### src/panel_config.svh
`ifndef PANEL_CONFIG_SVH
`define PANEL_CONFIG_SVH

// Button timing in clk cycles, kept short for simulation
`define PANEL_DEBOUNCE_CYCLES 16
`define PANEL_LONG_CYCLES     200

// Cycles each display digit stays lit
`define PANEL_SCAN_CYCLES     8

// Memory address widths in words
`define PANEL_IMEM_AW         14
`define PANEL_DMEM_AW         15

// I/O space starts where address bit 15 is set
`define PANEL_IO_LED_ADDR     16'h8000
`define PANEL_IO_SW_ADDR      16'h8001

`endif

### src/panel_pkg.sv
package panel_pkg;

    typedef logic [15:0] word_t;    // Data and address word

    typedef enum logic {
        MODE_NORMAL,                // LED register on led and display
        MODE_PANEL                  // Examine/deposit by hand
    } mode_t;

    typedef enum logic [2:0] {
        ST_IDLE,
        ST_READ_WAIT,
        ST_READ_WAIT2,              // Extra slot for instruction memory
        ST_READ_DONE,
        ST_WRITE,
        ST_WRITE_DONE
    } panel_state_t;

    // Request to either RAM, read data comes back every cycle
    typedef struct packed {
        logic  we;
        word_t addr;
        word_t wdata;
    } mem_req_t;

    // Request to the I/O register space
    typedef struct packed {
        logic  rd;
        logic  wr;
        word_t addr;
        word_t wdata;
    } io_req_t;

    typedef struct packed {
        word_t      value;          // Four hex digits
        logic [3:0] dp;             // Bit 3 is the leftmost digit
    } disp_t;

endpackage

### src/front_panel.sv
`timescale 1ns/1ps

module front_panel (
    input  logic                clk,
    input  logic                reset,
    input  panel_pkg::word_t    sw,
    input  logic                l_short,
    input  logic                l_long,
    input  logic                u_press,
    input  logic                d_press,
    input  panel_pkg::word_t    imem_rdata,
    input  panel_pkg::word_t    dmem_rdata,
    input  panel_pkg::word_t    io_rdata,
    input  panel_pkg::word_t    io_leds,
    output panel_pkg::mem_req_t imem_req,
    output panel_pkg::mem_req_t dmem_req,
    output panel_pkg::io_req_t  io_req,
    output panel_pkg::word_t    led,
    output panel_pkg::disp_t    disp
);

    panel_pkg::mode_t        mode;
    panel_pkg::panel_state_t state;
    panel_pkg::word_t        address;       // Current examine/deposit address
    panel_pkg::word_t        data_shown;    // Last word read or written
    logic                    mem_sel;       // 1 selects instruction memory

    logic in_panel;
    logic tgt_imem;
    logic tgt_dmem;
    logic tgt_io;

    assign in_panel = (mode == panel_pkg::MODE_PANEL);
    assign tgt_imem = in_panel && mem_sel;
    assign tgt_dmem = in_panel && !mem_sel && !address[15];
    assign tgt_io   = in_panel && !mem_sel && address[15];

    // Short L enters, long L leaves
    always_ff @(posedge clk) begin
        if (reset) begin
            mode <= panel_pkg::MODE_NORMAL;
        end else if (!in_panel && l_short) begin
            mode <= panel_pkg::MODE_PANEL;
        end else if (in_panel && l_long) begin
            mode <= panel_pkg::MODE_NORMAL;
        end
    end

    always_ff @(posedge clk) begin
        if (reset) begin
            state      <= panel_pkg::ST_IDLE;
            address    <= '0;
            data_shown <= '0;
            mem_sel    <= 1'b0;
        end else if (!in_panel) begin
            if (l_short) begin
                mem_sel <= 1'b0;                        // Always enter on data side
                state   <= panel_pkg::ST_IDLE;
            end
        end else begin
            case (state)
                panel_pkg::ST_IDLE: begin
                    if (u_press) begin
                        address <= sw;                  // Examine
                        state   <= panel_pkg::ST_READ_WAIT;
                    end else if (d_press) begin
                        state <= panel_pkg::ST_WRITE;   // Deposit
                    end else if (l_short) begin
                        mem_sel <= ~mem_sel;
                    end
                end
                panel_pkg::ST_READ_WAIT: begin
                    // Instruction side gets one more cycle
                    state <= mem_sel ? panel_pkg::ST_READ_WAIT2 : panel_pkg::ST_READ_DONE;
                end
                panel_pkg::ST_READ_WAIT2: begin
                    state <= panel_pkg::ST_READ_DONE;
                end
                panel_pkg::ST_READ_DONE: begin
                    if (mem_sel) begin
                        data_shown <= imem_rdata;
                    end else if (!address[15]) begin
                        data_shown <= dmem_rdata;
                    end else begin
                        data_shown <= io_rdata;
                    end
                    state <= panel_pkg::ST_IDLE;
                end
                panel_pkg::ST_WRITE: begin
                    data_shown <= sw;                   // Echo written word
                    state      <= panel_pkg::ST_WRITE_DONE;
                end
                panel_pkg::ST_WRITE_DONE: begin
                    address <= address + 16'd1;         // Ready for next deposit
                    state   <= panel_pkg::ST_IDLE;
                end
                default: begin
                    state <= panel_pkg::ST_IDLE;
                end
            endcase
        end
    end

    // Only the selected target sees the address and strobes
    always_comb begin
        imem_req = '0;
        dmem_req = '0;
        io_req   = '0;
        if (tgt_imem) begin
            imem_req.addr  = address;
            imem_req.wdata = sw;
            imem_req.we    = (state == panel_pkg::ST_WRITE);
        end
        if (tgt_dmem) begin
            dmem_req.addr  = address;
            dmem_req.wdata = sw;
            dmem_req.we    = (state == panel_pkg::ST_WRITE);
        end
        if (tgt_io) begin
            io_req.addr  = address;
            io_req.wdata = sw;
            io_req.rd    = (state == panel_pkg::ST_READ_WAIT);     // Single cycle
            io_req.wr    = (state == panel_pkg::ST_WRITE);
        end
    end

    always_comb begin
        if (in_panel) begin
            led        = data_shown;
            disp.value = address;
            disp.dp    = {mem_sel, ~mem_sel, 2'b00};    // Which memory is selected
        end else begin
            led        = io_leds;
            disp.value = io_leds;
            disp.dp    = 4'b0000;
        end
    end

endmodule

### config.mk
export PLATFORM = sky130hd
export DESIGN_NAME = front_panel
export DESIGN_NICKNAME = d
export VERILOG_FILES = /design/src/panel_config.svh /design/src/panel_pkg.sv /design/src/front_panel.sv
export SDC_FILE = /design/constraint.sdc
export NUM_CORES = 1
export LEC_CHECK = 0
export ABC_AREA = 1
export BUFFER_PORTS_ARGS = -buffer_cell sky130_fd_sc_hd__buf_2
export CORE_ASPECT_RATIO = 2
export CORE_MARGIN = 1
export CORE_UTILIZATION = 25
export DETAILED_ROUTE_END_ITERATION = 10
export GPL_TIMING_DRIVEN = 0
export SYNTH_ARGS = -nofsm -noshare
export SYNTH_HDL_FRONTEND = slang
export SYNTH_SLANG_ARGS = --single-unit
export TNS_END_PERCENT = 50
### constraint.sdc
create_clock -name clk -period 3.45 [get_ports clk]
set_input_delay 0 -clock clk [delete_from_list [all_inputs] [get_ports clk]]
set_output_delay 0 -clock clk [all_outputs]
set_load 0.03 [all_outputs]
==> results list, run 1 <==
* Status: completed
- The detailed router placed 4706 vias in this run.
- At the later pin of the worst-skew pair, clock insertion delay measures 290 ps.
- In the final layout, the share of cells above drive strength 1 is 35.5%.
* Remaining number of nets flagged by the antenna check after routing: 0
- Cell count of the worst hold path: 3
- Number of cells upsized or downsized after cts: 0
- The floorplan step set the die width to 82.4 um.
- Power density over cell area: 333 nW/um^2
- The worst register-to-register path has a depth of 7.
* Area contributors post-synth: sky130_fd_sc_hd__dfxtp_1 23%, sky130_fd_sc_hd__nor2_1 14%, sky130_fd_sc_hd__nand2_1 13%, sky130_fd_sc_hd__a21oi_1 11%, sky130_fd_sc_hd__o21ai_0 9.5%
* Routability Congestion: a little over 0.9
- Setup TNS: 0 ps
- Via density: 4.94
* Arrival @ worst endpoint: 2140 ps
- Sequential Power Share: 30.6%
* Power dissipated by switching net loads: 606 uW
- Die Span Y: 163 um
* Final hold violation count: 0
* Max_cap viols: 0
- In the synthesized netlist, the number of instances is approximately 580.
* Sw Ratio: between 30% and 40%
- VDD sags by at most 0.000190 V.
- Yosys reg bits: 37
- After clock tree synthesis, the setup repair step added 0 buffers.
- Fraction of synthesized cell area taken by the top area cell type: 22.9%
- Number of sinks on the clock net: 37
- Max stage delay cell, worst path: sky130_fd_sc_hd__clkbuf_1
* Via count of the first global-routing pass: 4424
- Along the worst path, the maximum fanout reaches 10.
- Class of the tightest hold or removal check: input port to register
* Overall routing resource usage: 26.2%
- For this run, the top clock speed supported by timing is between 400 and 500 MHz.
- Wire length of the first global-routing pass: 25.0 mm
- Setup repair after global routing left no endpoint under its margin.
- Peak per-stage delay on the critical path: around 430 ps
- In this run, distinct cell masters in the synthesized netlist total 26.
* Largest area contributor in the netlist: sky130_fd_sc_hd__dfxtp_1
- In this run the standard cell core region covers 12600 sq um.
- Ordered list of cells on the worst path: inv_1 -> clkbuf_1 -> nand2_1 -> buf_2 -> nor2_1 -> buf_2
* First-pass iteration count of the detailed router: 5
- Dividing the final minimum period by the clock period gives 62.1%.
* Final number of max-transition violations: 0
* IO Count: 222
- Final worst setup slack: 1310 ps
- Clk buf depth: 2
- Crit start category: register
- For this configuration, the core starts out at a cell density of 25.7%.
* Warnings, synthesis: 0
- Setup Slack @ Placement: 1630 ps
* Relative slew margins: 55.0%
* Final min period: 2140 ps
* Detailed router's first-iteration violation count: 351
- At the pin with the least slew margin, the transition time is between 600 and 700 ps.
- In this run the tool buffered the top-level ports with between 200 and 250 buffer cells.
* Share of the yosys chip area belonging to registers: 22.9%
- Internal power: about 950 uW
- Number of antenna violations at the first check in global routing: 0
- In the final design database the tool counted between 800 and 900 nets.
- The library cell used most frequently in the layout, excluding fill and tap cells, is sky130_fd_sc_hd__buf_2.
- In this design, the critical path's most frequently occurring cell is sky130_fd_sc_hd__buf_2.
* Die footprint: 13400 sq um
* Cell area after synthesis: 3230 sq um
* CTS tree: done
- In this run, the combinational gates consume a little over a third of the power.
- Entering global routing, the biggest net connects 12 pins.
- Ant. Diodes: 0
- Clock Skews: 3.44 ps
* WL/cell: 18.3 um
- Detail Placement HPWL: between 10 and 15 mm
- The clock network accounts for between 30 and 40% of the total power.
* Type of element capturing the critical path: output pin
- Global routing finished with a remaining overflow of 0.
- Setup violations remaining at the end of the flow were counted as 0.
* Root buf cell: sky130_fd_sc_hd__clkbuf_16
* Rows: 58
* Post-CTS clock slew at the launch and capture registers of the worst setup and hold paths: 60 ps
* Number of levels the H-tree was split into: 2
* Post-synthesis to final-layout area growth: 45.1%
* Required arrival time at the worst endpoint: 3450 ps
- Leaving out fill and tap cells, the most frequent cells in the layout are 231 x sky130_fd_sc_hd__buf_2, 120 x sky130_fd_sc_hd__nor2_1, 110 x sky130_fd_sc_hd__nand2_1, 72 x sky130_fd_sc_hd__a21oi_1, 61 x sky130_fd_sc_hd__o21ai_0.
* Static Leak: 2.51 nW
* Final routed wirelength across all metal layers: 17.4 mm
- The worst setup path is of the register to output pin kind.
* Average footprint of a synthesized cell: 5.62 sq um
- # hold bufs at CTS: 1
* # DRC: 0
* Number of buffers inserted during clock tree synthesis: 5
==> synth_stat cells <==
master	number
sky130_fd_sc_hd__nand3_1	17
sky130_fd_sc_hd__buf_6	4
sky130_fd_sc_hd__nand4_1	7
sky130_fd_sc_hd__clkbuf_1	15
sky130_fd_sc_hd__nor2_1	120
sky130_fd_sc_hd__buf_4	6
sky130_fd_sc_hd__o21ai_0	61
sky130_fd_sc_hd__buf_2	13
sky130_fd_sc_hd__inv_2	6
sky130_fd_sc_hd__o21ai_1	23
sky130_fd_sc_hd__nand2_2	2
sky130_fd_sc_hd__o21a_1	1
sky130_fd_sc_hd__o21bai_2	1
sky130_fd_sc_hd__a21oi_2	7
sky130_fd_sc_hd__inv_1	48
sky130_fd_sc_hd__nand2_1	110
sky130_fd_sc_hd__conb_1	1
sky130_fd_sc_hd__nand3_4	2
sky130_fd_sc_hd__a211oi_4	1
sky130_fd_sc_hd__or2_2	16
sky130_fd_sc_hd__a21oi_1	72
sky130_fd_sc_hd__ha_1	1
sky130_fd_sc_hd__dfxtp_1	37
sky130_fd_sc_hd__nor2_4	1
sky130_fd_sc_hd__xor2_1	2
sky130_fd_sc_hd__nand3_2	1
==> sequential cells by signal, indices dropped and copies added (netlist names) <==
name        flops
mem_sel         1
data_shown     16
state           3
in_panel        1
address        16
==> area by class of cell <==
class,count,area [sq um]
fill,1475,7870
timing repair buffer,219,1100
multi-input combinational,448,2080
buffer,38,211
sequential,37,741
tap,150,188
clock buffer,5,125
clock inverter,2,35.0
inverter,54,203
==> path summary, 6_finish.rpt <==
kind	from	end	slack, ps
setup reg to reg	address[15]	data_shown[13]	1670
hold reg to reg	address[14]	address[14]	500
setup / recovery	address[15]	dmem_req[6]	1310
hold / removal	sw[2]	data_shown[2]	10
==> power groups by stage <==
stage                     Clock (mW)  Combinational (mW)  Sequential, mW
after floorplan                    0               0.345           0.478
after detailed placement           0               0.557           0.486
after global routing           0.544               0.603           0.481
after global placement             0               0.554           0.486
after CTS                      0.524               0.560           0.477
final                          0.519               0.563           0.477
==> metrics by stage <==
| stage | hold WS, ps | power (mW) | cells | util [%] | area (sq um) |
|---|---|---|---|---|---|
| floorplan | 69.1 | 0.822 | 577 | - | 3240 |
| global placement | 225 | 1.04 | 945 | 36.0 | 4520 |
| detailed placement | 231 | 1.04 | 945 | 36.0 | 4520 |
| CTS | 7.36 | 1.56 | 953 | 37.3 | 4690 |
| global route | 29.5 | 1.63 | 953 | 37.3 | 4690 |
| finish | 12.0 | 1.56 | 953 | 37.3 | 4690 |
==> critical path, delay by kind of cell (launching register included) <==
kind                   cells  cell delay [ps]
buffers and inverters      4             1120
flip-flops                 1              310
AND/OR/NAND/NOR            2              410
==> kinds of logic after synthesis <==
family          after synthesis  share of synthesized area, %
fa+ha+maj                     1                         0.387
buf+inv                      92                          12.8
flops                        37                          22.9
simple gates                276                          35.9
xor+xnor                      2                         0.542
compound gates              166                          27.3
other cells                   1                         0.116
==> routing by layer <==
layer | vias to the layer above | GRT usage [%] | share of wire, %
met5 | - | 0 | 0
met4 | 0 | 15.9 | 5.4
met3 | 46 | 3.64 | 5.5
met2 | 223 | 48.0 | 54
met1 | 2131 | 26.6 | 35
li1 | 2306 | - | -
Note: power is estimated with default switching activity, not from simulation.
==> run 2, diff against run 1 <==
ABC_AREA = 0   (was 1)
clock period = 2.2 ns   (was 3.45 ns; I/O delays follow)
==> run 2 against run 1 <==
  * Sequential cell count is the same
  * Critical endpoint is now dmem_req[9]
  * Highest routed layer unchanged
  * Die area grew 6.7%
  * Count of clock-buffer cells in the layout up 2
  * Critical path depth down 1
  * Worst setup slack got worse by 1200 ps
  * Critical path type unchanged
  * Sequential power grew 51%
  * Combinational power increased by 34%
  * Sequential share of layout area is 0.80 points lower
  * Routed wire length is 0.50% lower
==> results list, run 2 <==
- Peak per-stage delay on the critical path: 460 ps (+30 ps)
- The initial antenna violation count is 0 (unchanged).
* Number of buffers inserted during clock tree synthesis: 5 (unchanged)
- Final routed wirelength across all metal layers: 17.4 mm (-0.50%)
* Maximum number of pins on one net before global-route repair: 12 (unchanged)
- The final weighted congestion in routability-driven placement was 0.876 (-6.0%).
- The cell depth of the worst min-delay path was 3 (unchanged).
- The number of post-CTS setup repair buffers is 0 (unchanged).
* Most frequent cells after synthesis: 101 x sky130_fd_sc_hd__nand2_1, 63 x sky130_fd_sc_hd__and2_1, 37 x sky130_fd_sc_hd__dfxtp_1
- TritonCTS built the clock tree.
- From synthesis to final layout, the design area changed by 43.1%.
- The sum of negative setup slack is 0 ps (unchanged).
- The hold slack came to 25.6 ps (+13.7 ps).
- IO Count: 222 (unchanged)
* # DRC: 0 (unchanged)
* Met3 track utilization from global routing: 1.96% (-1.7 points)
- The setup-violating endpoint count in the final report came to 0 (unchanged).
- Max_cap viols: 0 (unchanged)
- Routed via count: 4636 (-1.5%)
- Clock Skews: 3.97 ps (+0.530 ps)
- Arrival @ worst endpoint: 2140 ps (about the same)
* Critical setup path kind: register to output pin
* Die Span Y: 168 um (+3.3%)
- Net count of the finished layout: 828 (-7.0%)
- Number of library cell types mapped by synthesis: 54 (+110%)
- Detail Placement HPWL: 14.2 mm (-1.9%)
- The cell count after synthesis came to 512 (-11%).
- Required arrival time at the worst endpoint: 2200 ps (-1250 ps)
- Final min period: 2140 ps
* Number of sinks on the clock net: 37 (unchanged)
* Final critical-path share of the clock period: 97.1%
* Static Leak: 2.53 nW (+0.80%)
- The peak fanout along the critical path is 10 (unchanged).
- Initial standard-cell utilization of the core: 25.7% (-0.062 points)
* Number of enable flip-flop cells after synthesis: 0 (unchanged)
* Final hold violation count: 0 (unchanged)
* Reg-to-reg setup timing slack: 410 ps (-1260 ps)
- In the final layout, the registers with the most flip-flops are address x16, data_shown x16, state x3.
* Crit start category: register
- Wire length of the first global-routing pass: 25.2 mm (+0.97%)
- Ys flop type: sky130_fd_sc_hd__dfxtp_1
* Grt ovf: 0 (unchanged)
* Placeable core region: 13400 sq um (+7.0%)
- Share of the yosys chip area belonging to registers: 21.5% (-1.5 points)
- Worst reg2reg path startpoint: state[0]
* Commonest non-fill, non-tap cell in the layout: sky130_fd_sc_hd__buf_2
* Setup repair after global routing missed its margin: no
- The largest total area in the synthesized netlist belongs to sky130_fd_sc_hd__dfxtp_1.
* Area contributors post-synth: sky130_fd_sc_hd__dfxtp_1 21%, sky130_fd_sc_hd__and2_1 11%, sky130_fd_sc_hd__nand2_1 11%, sky130_fd_sc_hd__mux2i_1 9.3%, sky130_fd_sc_hd__and3_1 6.2%
- The run finished with clean final reports.
- The flip-flop and latch count after synthesis is 37 (unchanged).
* Die Span X: 85.1 um (+3.3%)
* Power density over cell area: 453 nW/um^2 (+36%)
- The worst-skew pair later-pin latency is 280 ps (about the same).
- Via count of the first global-routing pass: 4417 (-0.16%)
- Most repeated cell in the gate-level netlist after synthesis: sky130_fd_sc_hd__nand2_1
* Max VDD drop: 0.000348 V (+83%)
- The worst slew slack as a fraction of its limit came to 62.0% (+7.0 points).
* Post-CTS clock slew at the launch and capture registers of the worst setup and hold paths: 60 ps (about the same)
* WL/cell: 19.3 um (+5.7%)
- Die footprint: 14300 sq um (+6.7%)
* Critical path endpoint: dmem_req[9]
* Cell area after synthesis: 3450 sq um (+6.8%)
* Number of levels the H-tree was split into: 2 (unchanged)
- In this run the critical register-to-register path is captured at address[12].
- Maximum clock rate: 468 MHz
- The critical path starts at in_panel.
* Rows: 60 (+3.4%)
- The number of synthesis warnings is 0 (unchanged).
* Final number of max-transition violations: 0 (unchanged)
* Root buf cell: sky130_fd_sc_hd__clkbuf_16
- The total track usage came to 23.3% (-2.9 points).
* Start point of the worst hold path: l_short
- The detail-routed via count per cell is 5.17 (+4.7%).
- First-pass iteration count of the detailed router: 5 (unchanged)
- GRT met2 Usage: 45.1% (-2.9 points)
* Worst R2R Path Depth: 6 (-1)
- The number of input and output port buffers inserted came to 218 (unchanged).
* Remaining number of nets flagged by the antenna check after routing: 0 (unchanged)
* Fillcell total: 1475 (unchanged)
- The worst setup path is captured at an output pin.
- The fraction of met1 tracks used by global routing came to 24.7% (-1.9 points).
- The first-iteration detailed-routing DRC count came to 298 (-15%).
- Clk buf depth: 2 (unchanged)
- The critical path goes through inv_2 -> nor3_2 -> clkbuf_1 -> and2_1 -> buf_2.
- Average footprint of a synthesized cell: 6.74 sq um (+20%)
- Max stage delay cell, worst path: sky130_fd_sc_hd__clkbuf_1
* Class of the tightest hold or removal check: input port to register
* Ant. Diodes: 0 (unchanged)
* Least-Margin Pin Slew: 570 ps (-105 ps)
- Share of post-route cells with drive strength above 1: 35.3% (-0.18 points)
* Grt peak-use layer: met2
- Most used cells in the layout excluding fill and tap cells: 228 x sky130_fd_sc_hd__buf_2, 100 x sky130_fd_sc_hd__nand2_1, 63 x sky130_fd_sc_hd__and2_1, 37 x sky130_fd_sc_hd__dfxtp_1, 34 x sky130_fd_sc_hd__and3_1
- The total power of the final layout is 2.23 mW (+43%).
- The proportion of netlist area held by the largest area contributor came to 21.5% (-1.5 points).
- The fraction of registers with async set or reset after synthesis was 0% (unchanged).
==> run 2: changes by cell type after synthesis, moves of 19 or more <==
cell / before / now
sky130_fd_sc_hd__inv_1: 48 / 5
sky130_fd_sc_hd__a21oi_1: 72 / 18
sky130_fd_sc_hd__o21ai_0: 61 / 31
sky130_fd_sc_hd__nor2_1: 120 / 28
sky130_fd_sc_hd__mux2i_1: 0 / 32
sky130_fd_sc_hd__and3_1: 0 / 34
sky130_fd_sc_hd__a211oi_1: 0 / 19
sky130_fd_sc_hd__and2_1: 0 / 63
==> run 2: cell type report <==
cell class | count | area (sq um) | area share [%]
multi-input combinational | 418 | 2450 | 49.7
timing repair buffer | 220 | 1110 | 22.5
sequential | 37 | 741 | 15.0
buffer | 53 | 260 | 5.27
tap | 155 | 194 | 3.93
clock buffer | 7 | 153 | 3.09
inverter | 6 | 22.5 | 0.456
clock inverter | 1 | 5.00 | 0.101
==> run 2: logic make-up (layout without fill, tap and decap cells) <==
kind of cell             Yosys count  count (layout)  share of synthesized area, %
AO/OA/AOI/OAI                     97              97                          18.0
XOR/XNOR                           1               1                         0.254
adder cells (fa/ha/maj)            1               1                         0.363
buffers and inverters             59             287                          7.91
flip-flops                        37              37                          21.5
multiplexers                      33              33                          9.61
other                              1               3                         0.109
AND/OR/NAND/NOR                  283             283                          42.3
==> run 2: layer usage <==
layer | share of wire (%) | vias up
met3 | 5.0 | 36
met4 | 4.0 | 0
met5 | 0 | -
met2 | 54 | 228
met1 | 37 | 2143
li1 | - | 2229
==> run 2: worst min path at each step <==
stage | to | slack [ps]
after floorplan | in_panel | 100
final | mem_sel | 30
after global placement | in_panel | 270
after global routing | mem_sel | 30
after CTS | mem_sel | 20
after detailed placement | in_panel | 270
==> run 2: power breakdown <==
part           internal [mW]  switching [mW]
Clock                  0.480           0.276
Combinational          0.240           0.516
Sequential             0.694          0.0286
Total                   1.41           0.821
==> run 2: worst max-delay path, delay by kind of cell, from the launching register on <==
family,cells,cell delay (ps)
flops,1,440
simple gates,2,590
buf+inv,3,820
==> run 2: what timing repair did <==
item                       in CTS  in global routing
resized for setup               9                  2
hold buffers                    1                  0
hold endpoints to repair        1                  0
setup endpoints to repair      54                  9
==> run 2: stage by stage <==
step	instances	cell area, sq um	utilization (%)	setup WS, ps
2_1_floorplan	514	3460	-	251
3_3_place_gp	887	4740	35.3	-298
3_5_place_dp	888	4750	35.3	-206
4_1_cts	897	4930	36.7	4.45
5_1_grt	897	4940	36.7	11.7
6_report	897	4940	36.7	64.3
